`src/design/cpuFront_cfg.svh`:
```
`ifndef CPU_FRONT_CFG_SVH
`define CPU_FRONT_CFG_SVH

// Instruction word and decoded field widths
`define INSTR_WIDTH  16
`define ID_WIDTH     7
`define REG_WIDTH    4
`define OFFSET_WIDTH 12

// All ones means no condition
`define COND_WIDTH   5

// Instruction memory
`define MEM_DEPTH    256
`define ADDR_WIDTH   8

// OS entry point for the later stages
`define OS_START     2048

`endif

```
`src/design/cpuFrontPkg.sv`:
```
`default_nettype none

`include "cpuFront_cfg.svh"

package cpuFrontPkg;

    typedef struct packed {
        logic [`ID_WIDTH-1:0]     id;
        logic [`REG_WIDTH-1:0]    regD;
        logic [`REG_WIDTH-1:0]    regA;
        logic [`REG_WIDTH-1:0]    regB;
        logic [`OFFSET_WIDTH-1:0] offset;
        logic [`COND_WIDTH-1:0]   branchCond;
    } decodedInstr;

    // SWI and interrupt slots
    localparam logic [`ID_WIDTH-1:0] idSysCall   = 7'h48;
    // Word FFFF
    localparam logic [`ID_WIDTH-1:0] idReset     = 7'h64;
    localparam logic [`ID_WIDTH-1:0] idUndefined = 7'h7f;

endpackage

`default_nettype wire

```
`src/design/memPortIf.sv`:
```
`timescale 1ns/100ps
`default_nettype none

`include "cpuFront_cfg.svh"

interface memPortIf;

    logic                     req;
    logic                     we;
    logic [`ADDR_WIDTH-1:0]   addr;
    logic [`INSTR_WIDTH-1:0]  wdata;
    logic                     gnt;   // Accepted this cycle
    logic [`INSTR_WIDTH-1:0]  rdata; // Valid the cycle after a granted read

    modport requester (output req, we, addr, wdata, input gnt, rdata);
    modport arbiter   (input req, we, addr, wdata, output gnt, rdata);
    modport memory    (input req, we, addr, wdata, output rdata);

endinterface

`default_nettype wire

```
`src/design/cpuFrontTop.sv`:
```
`timescale 1ns/100ps
`default_nettype none

`include "cpuFront_cfg.svh"

module cpuFrontTop (
    input  logic                     clk,
    input  logic                     rstN,
    input  logic                     run,
    input  logic                     loadWe,
    input  logic [`ADDR_WIDTH-1:0]   loadAddr,
    input  logic [`INSTR_WIDTH-1:0]  loadData,
    input  logic                     irqUser,
    input  logic                     irqWatchdog,
    output logic [`ID_WIDTH-1:0]     decId,
    output logic [`REG_WIDTH-1:0]    decRegD,
    output logic [`REG_WIDTH-1:0]    decRegA,
    output logic [`REG_WIDTH-1:0]    decRegB,
    output logic [`OFFSET_WIDTH-1:0] decOffset,
    output logic [`COND_WIDTH-1:0]   decBranchCond,
    output logic                     decodeValid,
    output logic [`ADDR_WIDTH-1:0]   decodePc
);

    import cpuFrontPkg::*;

    logic [`INSTR_WIDTH-1:0] instr;
    logic                    instrValid;
    logic [`ADDR_WIDTH-1:0]  instrPc;
    logic                    userReq;
    logic                    wdIrq;
    decodedInstr             decoded;

    memPortIf loadPort ();
    memPortIf fetchPort ();
    memPortIf memPort ();

    // Loader pins, write-only
    assign loadPort.req   = loadWe;
    assign loadPort.we    = loadWe;
    assign loadPort.addr  = loadAddr;
    assign loadPort.wdata = loadData;

    memArbiter uArbiter (
        .loadPort  (loadPort.arbiter),
        .fetchPort (fetchPort.arbiter),
        .memPort   (memPort.requester)
    );

    instrMem uMem (.clk(clk), .memPort(memPort.memory));

    instructionFetch uFetch (
        .clk(clk), .rstN(rstN), .run(run),
        .irqUser(irqUser), .irqWatchdog(irqWatchdog),
        .fetchPort(fetchPort.requester),
        .instr(instr), .instrValid(instrValid), .instrPc(instrPc),
        .userReq(userReq), .wdIrq(wdIrq)
    );

    instructionDecoder uDecoder (
        .clk(clk), .rstN(rstN),
        .instr(instr), .instrValid(instrValid), .instrPc(instrPc),
        .userReq(userReq), .wdIrq(wdIrq),
        .decoded(decoded), .decodeValid(decodeValid), .decodePc(decodePc)
    );

    assign decId         = decoded.id;
    assign decRegD       = decoded.regD;
    assign decRegA       = decoded.regA;
    assign decRegB       = decoded.regB;
    assign decOffset     = decoded.offset;
    assign decBranchCond = decoded.branchCond;

endmodule

`default_nettype wire

```
`src/design/instrMem.sv`:
```
`timescale 1ns/100ps
`default_nettype none

`include "cpuFront_cfg.svh"

module instrMem (
    input  logic       clk,
    memPortIf.memory   memPort
);

    logic [`INSTR_WIDTH-1:0] mem [`MEM_DEPTH];

    always_ff @(posedge clk) begin
        if (memPort.req) begin
            if (memPort.we) begin
                mem[memPort.addr] <= memPort.wdata;
            end else begin
                memPort.rdata <= mem[memPort.addr]; // One-cycle read latency
            end
        end
    end

endmodule

`default_nettype wire

```
`src/design/instructionDecoder.sv`:
```
`timescale 1ns/100ps
`default_nettype none

`include "cpuFront_cfg.svh"

module instructionDecoder (
    input  logic                     clk,
    input  logic                     rstN,
    input  logic [`INSTR_WIDTH-1:0]  instr,
    input  logic                     instrValid,
    input  logic [`ADDR_WIDTH-1:0]   instrPc,
    input  logic                     userReq,
    input  logic                     wdIrq,
    output cpuFrontPkg::decodedInstr decoded,
    output logic                     decodeValid,
    output logic [`ADDR_WIDTH-1:0]   decodePc
);

    import cpuFrontPkg::*;

    decodedInstr            nextDec;
    logic [3:0]             opcode;
    logic                   op;
    logic [3:0]             funct2;
    logic [1:0]             funct1;
    logic [`REG_WIDTH-1:0]  rLo;   // Bits 2:0
    logic [`REG_WIDTH-1:0]  rMid;  // Bits 5:3
    logic [`REG_WIDTH-1:0]  rHi;   // Bits 8:6
    logic [`REG_WIDTH-1:0]  rTop;  // Bits 10:8

    assign opcode = instr[15:12];
    assign op     = instr[11];
    assign funct2 = instr[11:8];
    assign funct1 = instr[7:6];
    assign rLo    = {1'b0, instr[2:0]};
    assign rMid   = {1'b0, instr[5:3]};
    assign rHi    = {1'b0, instr[8:6]};
    assign rTop   = {1'b0, instr[10:8]};

    always_comb begin
        nextDec            = '0;
        nextDec.branchCond = {`COND_WIDTH{1'b1}};
        if (userReq || wdIrq) begin
            nextDec.id     = idSysCall;
            nextDec.offset = userReq ? `OFFSET_WIDTH'(3) : '0;
        end else begin
            case (opcode)
                4'd0: begin
                    nextDec.id     = op ? 7'h02 : 7'h01;
                    nextDec.offset = `OFFSET_WIDTH'(instr[10:6]);
                    nextDec.regD   = rLo;
                    nextDec.regA   = rMid;
                end
                4'd1: begin
                    nextDec.regD = rLo;
                    nextDec.regA = rMid;
                    if (!op) begin
                        nextDec.id     = 7'h03;
                        nextDec.offset = `OFFSET_WIDTH'(instr[10:6]);
                    end else if (!instr[10]) begin // Register forms
                        nextDec.id   = instr[9] ? 7'h05 : 7'h04;
                        nextDec.regB = rHi;
                    end else begin                 // 3-bit immediate forms
                        nextDec.id     = instr[9] ? 7'h07 : 7'h06;
                        nextDec.offset = `OFFSET_WIDTH'(instr[8:6]);
                    end
                end
                4'd2, 4'd3: begin
                    nextDec.id     = `ID_WIDTH'(7'h08 + {opcode[0], op});
                    nextDec.offset = `OFFSET_WIDTH'(instr[7:0]);
                    nextDec.regD   = rTop;
                    nextDec.regA   = rTop;
                end
                4'd4: begin
                    if (op) begin
                        nextDec.id     = 7'h27;
                        nextDec.offset = `OFFSET_WIDTH'(instr[7:0]);
                        nextDec.regD   = rTop;
                        nextDec.regA   = 4'hf;
                        nextDec.regB   = rTop;
                    end else begin
                        nextDec.regD = rLo;
                        nextDec.regA = rLo;
                        nextDec.regB = rMid;
                        case (funct2)
                            4'd0, 4'd1, 4'd2, 4'd3: begin // ALU group, IDs 0C to 1B
                                nextDec.id = `ID_WIDTH'(7'h0c + {funct2[1:0], funct1});
                            end
                            4'd4, 4'd5, 4'd6: begin // High register forms
                                nextDec.regB[3] = funct1[0] & (funct1 != 2'd3 || funct2 != 4'd5);
                                nextDec.regD[3] = funct1[1];
                                nextDec.regA[3] = funct1[1];
                                if (funct2 == 4'd6) begin
                                    nextDec.id = `ID_WIDTH'(7'h22 + funct1);
                                end else if (funct1 == 2'd0) begin
                                    nextDec.id = 7'h0c;
                                end else begin
                                    nextDec.id = `ID_WIDTH'((funct2 == 4'd4 ? 7'h1b : 7'h1e)
                                                            + funct1);
                                end
                            end
                            4'd7: begin // BX
                                nextDec.branchCond = {1'b0, instr[7:4]};
                                nextDec.id   = (instr[7:4] == 4'hf) ? 7'h4d : 7'h26;
                                nextDec.regA = 4'hf;
                                nextDec.regB = rLo;
                            end
                            default: nextDec.id = 7'h7d;
                        endcase
                    end
                end
                4'd5: begin
                    nextDec.id   = `ID_WIDTH'(7'h28 + instr[11:9]);
                    nextDec.regD = rLo;
                    nextDec.regA = rMid;
                    nextDec.regB = rHi;
                end
                4'd6, 4'd7, 4'd8: begin // Loads and stores, IDs 30 to 35
                    nextDec.id     = `ID_WIDTH'(7'h30 + {opcode - 4'd6, op});
                    nextDec.offset = `OFFSET_WIDTH'(instr[10:6]);
                    nextDec.regD   = rLo;
                    nextDec.regA   = rMid;
                end
                4'd9, 4'd10: begin
                    nextDec.id     = `ID_WIDTH'(7'h36 + {opcode[1], op});
                    nextDec.offset = `OFFSET_WIDTH'(instr[7:0]);
                    nextDec.regD   = rTop;
                    nextDec.regA   = (opcode[1] && !op) ? 4'hf : 4'he; // PC or SP
                end
                4'd11: begin
                    case (funct2)
                        4'd0: begin
                            nextDec.id   = (funct1 == 2'd1) ? 7'h4c : 7'h3a;
                            nextDec.regD = {1'b1, instr[2:0]};
                            nextDec.regA = {1'b1, instr[2:0]};
                        end
                        4'd2, 4'd10: begin
                            nextDec.id   = `ID_WIDTH'((funct2[3] ? 7'h3f : 7'h3b) + funct1);
                            nextDec.regD = rLo;
                            nextDec.regB = rMid;
                        end
                        4'd4: begin
                            nextDec.id   = 7'h43;
                            nextDec.regD = rLo;
                        end
                        4'd13: begin
                            nextDec.id   = 7'h44;
                            nextDec.regD = rLo;
                        end
                        4'd14: begin // OUTPUT, PAUSE, INPUT
                            nextDec.id   = (funct1 == 2'd3) ? 7'h7a : `ID_WIDTH'(7'h45 + funct1);
                            nextDec.regD = funct1[0] ? '0 : rLo;
                        end
                        default: nextDec.id = 7'h7a;
                    endcase
                end
                4'd12: begin
                    nextDec.id     = idSysCall;
                    nextDec.offset = `OFFSET_WIDTH'(instr[10:6]);
                    nextDec.regB   = 4'h7; // Link register
                end
                4'd13: begin
                    nextDec.id         = 7'h49;
                    nextDec.branchCond = {1'b0, instr[11:8]};
                    nextDec.offset     = `OFFSET_WIDTH'(instr[7:0]);
                    nextDec.regA       = 4'hf;
                end
                4'd14: nextDec.id = op ? 7'h4b : 7'h4a; // HLT or NOP
                default: nextDec.id = (instr == 16'hffff) ? idReset : idUndefined;
            endcase
        end
    end

    always_ff @(posedge clk or negedge rstN) begin
        if (!rstN) begin
            decodeValid <= 1'b0;
        end else begin
            decodeValid <= instrValid;
        end
    end

    always_ff @(posedge clk) begin
        if (instrValid) begin
            decoded  <= nextDec;
            decodePc <= instrPc;
        end
    end

endmodule

`default_nettype wire

```
`src/design/instructionFetch.sv`:
```
`timescale 1ns/100ps
`default_nettype none

`include "cpuFront_cfg.svh"

module instructionFetch (
    input  logic                     clk,
    input  logic                     rstN,
    input  logic                     run,
    input  logic                     irqUser,
    input  logic                     irqWatchdog,
    memPortIf.requester              fetchPort,
    output logic [`INSTR_WIDTH-1:0]  instr,
    output logic                     instrValid,
    output logic [`ADDR_WIDTH-1:0]   instrPc,
    output logic                     userReq,
    output logic                     wdIrq
);

    logic [`ADDR_WIDTH-1:0] pc;
    logic [`ADDR_WIDTH-1:0] inFlightPc;
    logic                   inFlight;
    logic                   userPend;
    logic                   wdPend;
    logic                   irqSlot;
    logic                   readFire;

    assign fetchPort.req   = run & ~(userPend | wdPend); // Hold off while an IRQ waits
    assign fetchPort.we    = 1'b0;
    assign fetchPort.addr  = pc;
    assign fetchPort.wdata = '0;

    assign readFire = fetchPort.req & fetchPort.gnt;
    assign irqSlot  = (userPend | wdPend) & ~inFlight; // Drained, take the slot

    always_ff @(posedge clk or negedge rstN) begin
        if (!rstN) begin
            pc       <= '0;
            inFlight <= 1'b0;
            userPend <= 1'b0;
            wdPend   <= 1'b0;
        end else begin
            inFlight <= readFire;
            if (readFire) begin
                pc <= (pc == `ADDR_WIDTH'(`MEM_DEPTH - 1)) ? '0 : pc + 1'b1;
            end
            // A pulse landing on the slot cycle gets a slot of its own
            userPend <= (userPend & ~irqSlot) | irqUser;
            wdPend   <= (wdPend & ~irqSlot) | irqWatchdog;
        end
    end

    always_ff @(posedge clk) begin
        if (readFire) begin
            inFlightPc <= pc;
        end
    end

    assign instr      = fetchPort.rdata;
    assign instrValid = inFlight | irqSlot;
    assign instrPc    = irqSlot ? pc : inFlightPc;
    assign userReq    = irqSlot & userPend;
    assign wdIrq      = irqSlot & wdPend;

endmodule

`default_nettype wire

```
`src/design/memArbiter.sv`:
```
`timescale 1ns/100ps
`default_nettype none

`include "cpuFront_cfg.svh"

module memArbiter (
    memPortIf.arbiter   loadPort,
    memPortIf.arbiter   fetchPort,
    memPortIf.requester memPort
);

    logic loadSel;

    assign loadSel = loadPort.req; // Loader always wins

    assign memPort.req   = loadSel | fetchPort.req;
    assign memPort.we    = loadSel ? loadPort.we    : fetchPort.we;
    assign memPort.addr  = loadSel ? loadPort.addr  : fetchPort.addr;
    assign memPort.wdata = loadSel ? loadPort.wdata : fetchPort.wdata;

    assign loadPort.gnt  = loadSel;
    assign fetchPort.gnt = fetchPort.req & ~loadSel; // Stalled by loader writes

    // Read data fans out, only the requester with a read in flight uses it
    assign loadPort.rdata  = memPort.rdata;
    assign fetchPort.rdata = memPort.rdata;

endmodule

`default_nettype wire

```
`config.mk`:
```
export PLATFORM = sky130hd
export DESIGN_NAME = cpuFrontTop
export DESIGN_NICKNAME = d
export VERILOG_FILES = /design/src/design/cpuFrontPkg.sv /design/src/design/memPortIf.sv /design/src/design/cpuFrontTop.sv /design/src/design/instrMem.sv /design/src/design/instructionDecoder.sv /design/src/design/instructionFetch.sv /design/src/design/memArbiter.sv
export VERILOG_INCLUDE_DIRS = /design/src /design/src/design
export SDC_FILE = /design/constraint.sdc
export NUM_CORES = 2
export LEC_CHECK = 0
export ABC_CLOCK_PERIOD_IN_PS = 4000
export BUFFER_PORTS_ARGS = -buffer_cell sky130_fd_sc_hd__buf_2
export CAP_MARGIN = 40
export CORE_MARGIN = 3
export CORE_UTILIZATION = 60
export DETAILED_ROUTE_END_ITERATION = 16
export PLACE_DENSITY = 0.75
export REMOVE_ABC_BUFFERS = 1
export SLEW_MARGIN = 40
export SYNTH_ARGS = -nofsm -noshare
export SYNTH_HDL_FRONTEND = slang
export SYNTH_SLANG_ARGS = --single-unit
```
`constraint.sdc`:
```
create_clock -name clk -period 4 [get_ports clk]
set_clock_uncertainty 0.15 [all_clocks]
set_input_delay 0.2 -clock clk [delete_from_list [all_inputs] [get_ports clk]]
set_output_delay 0.2 -clock clk [all_outputs]
set_load 0.05 [all_outputs]
```
; Yosys cells after proc, flatten, opt, wreduce, memory -nomap -nowiden
; Memory sizes are Yosys's and may differ from the RTL's. A register that Yosys moved wholly into a read port is not among the register bits.
; Cells that the tools add are included.
[op_classes]
addsub = 11
n_eq_ne = 31
mux = 50
bitwise = 19
n_reduce_logical = 19
[ops]
columns = operator, count
row1 = $pmux W7 S11, 1
row2 = $mux W7, 7
row3 = $pmux W12 S4, 1
row4 = $eq A4 B4 Y1 const B, 11
row5 = $pmux W7 S5, 1
row6 = $eq A4 B3 Y1 const B, 8
row7 = $mux W8, 4
row8 = $mux W12, 2
row9 = $mux W3, 8
row10 = $pmux W4 S6, 1
row11 = $pmux W7 S3, 1
row12 = $pmux W4 S5, 1
row13 = $mux W19, 1
row14 = $eq A16 B16 Y1 const B, 1
row15 = $eq A4 B2 Y1 const B, 4
row16 = $mux W16, 1
row17 = $pmux W4 S4, 1
row18 = $mux W5, 3
row19 = $add A6 B2 Y7 const A, 2
row20 = $add A7 B2 Y7, 2
row21 = $pmux W4 S3, 1
row22 = $reduce_or A4 Y1, 3
row23 = $mux W1, 10
row24 = $pmux W5 S2, 1
row25 = 29 further kinds, 54
[totals]
register_bits = 64
ramBits = 4096
input_bits = 30
out_inout_bits = 45
word_cells = 144
n_memories = 1
[mem_list]
columns = name, words, word_bits, read_ports, rd_clocked_by_memory_dff, wr, line_no
row1 = uMem.mem, 256, 16, 1, 1, 1, instrMem.sv:11  ; logic [`INSTR_WIDTH-1:0] mem [`MEM_DEPTH];

; Longest topological paths before layout
[logic_depth]
word_depth = 8
ltp_mapped = 13
ltp_nobuf = 9

; Cells and area by module
; A second synthesis with hierarchy kept.
[unflattened]
hier_cells = 7208
area_unflattened_um2 = 160124.8
[modules_own_cells]
columns = module, n_inst, cells_each, area_per_inst_um2, seq_area_each_um2
row1 = instrMem, 1, 6705, 155236.4, 123478.4
row2 = instructionDecoder, 1, 337, 3124.2, 1226.2
row3 = instructionFetch, 1, 102, 1099.8, 515.5
row4 = memArbiter, 1, 63, 660.6, 0.0
row5 = cpuFrontTop, 1, 1, 3.8, 0.0

; Least setup slack after synthesis
; No wires, ideal clock.
[synth_timing]
path_kind = input -> register
start = input loadWe
end = memory uMem.mem[0][10] (netlist name) (data pin)
setup_time_ps = 867
arrival_ps = 4583
required_time_ps = 2983
path_slack_ps = -1600
path_stages = 6
path_buffers = 5
cell_sequence = buf_2 > buf_2 > buf_1 > clkbuf_1 > clkbuf_1 > and2_1
[synth_via]
elab_chain_cells = 1
[synth_lines]
columns = element, line_no
row1 = start: declaration, cpuFrontTop.sv:10  ; input logic loadWe,
row2 = $mux W16, memArbiter.sv:19  ; assign memPort.wdata = loadSel ? loadPort.wdata : fetchPort.wdata;
row3 = via memPort.wdata[10], memPortIf.sv:11  ; logic [`INSTR_WIDTH-1:0] wdata;
row4 = end: declaration, instrMem.sv:11
; The timed path passes the listed nets, and every way through them passes these cells.

; Final worst setup path
[layout_timing]
start = register uFetch.pc[0] (netlist: uFetch.fetchPort.addr[0])
end = register uMem.memPort.rdata[4] (read register of uMem.mem) (data pin)
[layout_via]
elab_chain_cells = 1
[layout_lines]
columns = element, line_no
row1 = start: declaration, instructionFetch.sv:20  ; logic [`ADDR_WIDTH-1:0] pc;
row2 = start signal: assignment, instructionFetch.sv:45  ; pc <= (pc == `ADDR_WIDTH'(`MEM_DEPTH - 1)) ? '0 : pc + 1'b1;
row3 = $mux W8, memArbiter.sv:18  ; assign memPort.addr = loadSel ? loadPort.addr : fetchPort.addr;
row4 = end: declaration, memPortIf.sv:17  ; modport memory (input req, we, addr, wdata, output rdata);
; Every way passes these cells.
; A chain may end at the register's enable or synchronous reset.

==> flow_summary_export.csv <==
group,metric,value,unit
setup_path,path_class,"flop to flop",
logic_synthesis,ys_types,58,
clocking,cts_inserted_buffers,403,
placed_design,hpwlAfterDp,279000,µm
timing,maxSlewViolCount,0,
placed_design,numPortBuffers,70,
flow_run,cap_violations,0,
power_and_ir_drop,power_density,541,mW/mm²
clocking,htreeDepth,5,
hold_path,min_path_type,"primary input to flop",
finish,areaGrowthSynthToFinish,16.0,%
setup_path,cp-end-kind,"flop",
floorplanning,rows,189,
logic_synthesis,async_flop_share,0.288,%
floorplanning,start_util,60.4,%
run_status,violations,"setup timing",
floorplanning,die_h,523,µm
logic_synthesis,ys_seq_area_share,78.2,%
timing,worst_pin_slew,0.970,ns
finish,drive_above_1_share,29.0,%
finish,nets,8534,
clocking,clk_path_buf_depth,4,
logic_synthesis,ys.flop_type,"edfxtp_1",
grt,grt_pass1_vias,86800,
timing,period_needed,4.02,ns
route,wl_per_cell,37.6,µm
route,wl,467000,µm
grt,grt_max_degree,181,
floorplanning,boundaryPins,75,
route,ant_nets,0,
finish,final_common_cell,"edfxtp_1",
setup_path,cp-start-kind,"flop",
timing,fin_worst_hold_slack,0.146,ns
timing,setup_ws,-0.0241,ns
floorplanning,die_area,0.273,mm²
setup_path,cp.required,4.54,ns
grt,grt_use_total,34.3,%
floorplanning,core,0.265,mm²
power_and_ir_drop,irDropWorstVdd,0.000418,V
clocking,clock-sinks,4172,
route,drc,0,
timing,slew_headroom,35.3,%
power_and_ir_drop,totalPowerFinal,101000,µW
logic_synthesis,synth_area_per_cell,21.1,µm²
route,dr.pass1.iters,6,
clocking,cts_root_buf,"clkbuf_16",
timing,setup_viol,3,
route,initialDrtViolationCount,14600,
timing,fin_crit_sh,101,%
logic_synthesis,netlist_area,0.160,mm²
logic_synthesis,synth_warnings,0,
grt,grt_pass1_wl,659000,µm
logic_synthesis,synth_edf_count,4160,
grt,grt_overflow,0,
route,num_vias,87800,
clocking,insertion_delay,0.96,ns
logic_synthesis,ys_ff_latch,4172,
route,via_per_inst,7.07,
setup_path,worstPathMaxFanout,29,
grt,antenna_found_initial,39,
placed_design,gp_congestion,0.952,
logic_synthesis,synth_top_area_share,78.0,%
logic_synthesis,synth_top_area_cell,"edfxtp_1",
power_and_ir_drop,p_leak,0.0596,µW
timing,hold_viol,0,
floorplanning,fp.dieW,523,µm
clocking,clk_pin_slew,0.07,ns
logic_synthesis,ys_top_cells_by_area,"edfxtp_1 78%, mux4_2 13%, nand2_1 1.5%",
timing,max_freq,249,MHz
run_status,status,"complete, but fails checks",
setup_path,worstPathArrival,4.57,ns
clocking,cts_tree,"built",
logic_synthesis,synthCells,7587,
finish,mostFrequentLayoutCells,"4160 x edfxtp_1, 940 x mux4_2, 664 x buf_4",
-- registers in the layout, summed over array words and instances, names as in the netlist --
signal	count
uMem.mem	4096
uDecoder.decoded	32
uMem.memPort.rdata	16
uDecoder.decodePc	8
uFetch.fetchPort.addr	8
uFetch.inFlightPc	8
uDecoder.decodeValid	1
uFetch.inFlight	1
uFetch.userPend	1
uFetch.wdPend	1
-- worst max-delay path, stage by stage (launching register included) --
cell	delay, ns
dfrtp_1	0.38
mux2_8	0.20
buf_12	0.17
buf_12	0.27
buf_12	0.27
mux4_2	0.58
nand2_1	0.10
a41oi_1	0.14
buf_4	0.23
o41ai_1	0.71
buf_4	0.35
nand4b_1	0.11
-- synthesized netlist by cell type, drive strengths merged (6+ instances only) --
| library cell | instances |
|---|---|
| nand3 | 27 |
| buf | 238 |
| a31oi | 6 |
| o21ai | 44 |
| o41ai | 35 |
| mux4 | 940 |
| clkbuf | 211 |
| nor4 | 33 |
| edfxtp | 4160 |
| nor2 | 293 |
| a41oi | 130 |
| and2 | 20 |
| nor2b | 7 |
| nand2 | 625 |
| dfrtp | 12 |
| ha | 11 |
| nand2b | 11 |
| o32ai | 6 |
| a211oi | 15 |
| mux2i | 172 |
| a21oi | 152 |
| o22ai | 81 |
| nor3 | 24 |
| a22oi | 214 |
| o221ai | 19 |
| a21o | 6 |
| inv | 15 |
| nand4 | 10 |
-- through the flow --
| stage | std cells | TNS (ns) | setup slack (ns) | utilization [%] | area (µm²) |
|---|---|---|---|---|---|
| 2_1_floorplan | 7141 | - | -15.34 | - | 158000 |
| 3_3_place_gp | 11600 | -3.98 | -0.835 | 64.7 | 172000 |
| 3_5_place_dp | 11600 | -1.86 | -0.478 | 64.8 | 172000 |
| 4_1_cts | 12400 | 0 | 0.00405 | 69.9 | 186000 |
| 5_1_grt | 12400 | -0.00368 | -0.00368 | 70.0 | 186000 |
| 6_report | 12400 | -0.0590 | -0.0241 | 70.0 | 186000 |
-- cell type report --
cell class	instances	area [µm²]
Multi-Input combinational cell	2954	33400
Inverter	15	56.3
Sequential cell	4172	125000
Antenna cell	44	110
Clock inverter	275	2830
Timing Repair Buffer	947	9270
Fill cell	15200	79500
Tap cell	3533	4420
Clock buffer	472	10500
-- final timing paths --
check	to	start	depth (start not counted)	slack [ns]
max in group asynchronous	uFetch.fetchPort.addr[3]	rstN	3	2.99
min in group asynchronous	uFetch.fetchPort.addr[5]	rstN	3	0.28
min	uMem.mem[196][1]	loadAddr[2]	4	0.15
max reg2reg	uMem.memPort.rdata[4]	uFetch.fetchPort.addr[0]	11	-0.02
max	uMem.memPort.rdata[4]	uFetch.fetchPort.addr[0]	11	-0.02
min reg2reg	uFetch.wdPend	uFetch.wdPend	1	0.40
-- power by group --
group          internal [µW]  total, µW  switching, µW
registers              48200      48300            111
clock network          21900      38400          16600
logic                   5840      13700           7890
total                  75900     101000          24600
-- layer usage --
metal	part of all wire [%]	track usage (%)	vias to the layer above
met5	0.015	0	-
met4	6.9	20.1	12
met3	13	9.26	1284
met2	47	51.9	7536
met1	33	45.6	45400
li1	-	-	33600
-- kinds of logic (layout without fill, tap and decap cells) --
group | count (synthesis) | in the layout | share of synthesized area, %
AND/OR/NAND/NOR | 1080 | 1080 | 2.76
adder cells (fa/ha/maj) | 11 | 11 | 0.0859
other | 1 | 48 | 0.00234
multiplexers | 1115 | 1115 | 14.3
XOR/XNOR | 5 | 5 | 0.0273
buffers and inverters | 464 | 1709 | 1.35
flip-flops | 4172 | 4172 | 78.2
AO/OA/AOI/OAI | 739 | 739 | 3.26
-- repair_timing --
item,4_1_cts,5_1_grt
gates resized for setup,4,8
buffers inserted,5,0
setup endpoints to repair,10,7
endpoints found under the hold margin,1192,0
hold buffers,31,0
pin swaps,0,1
Power figures use the tool's default switching activity.
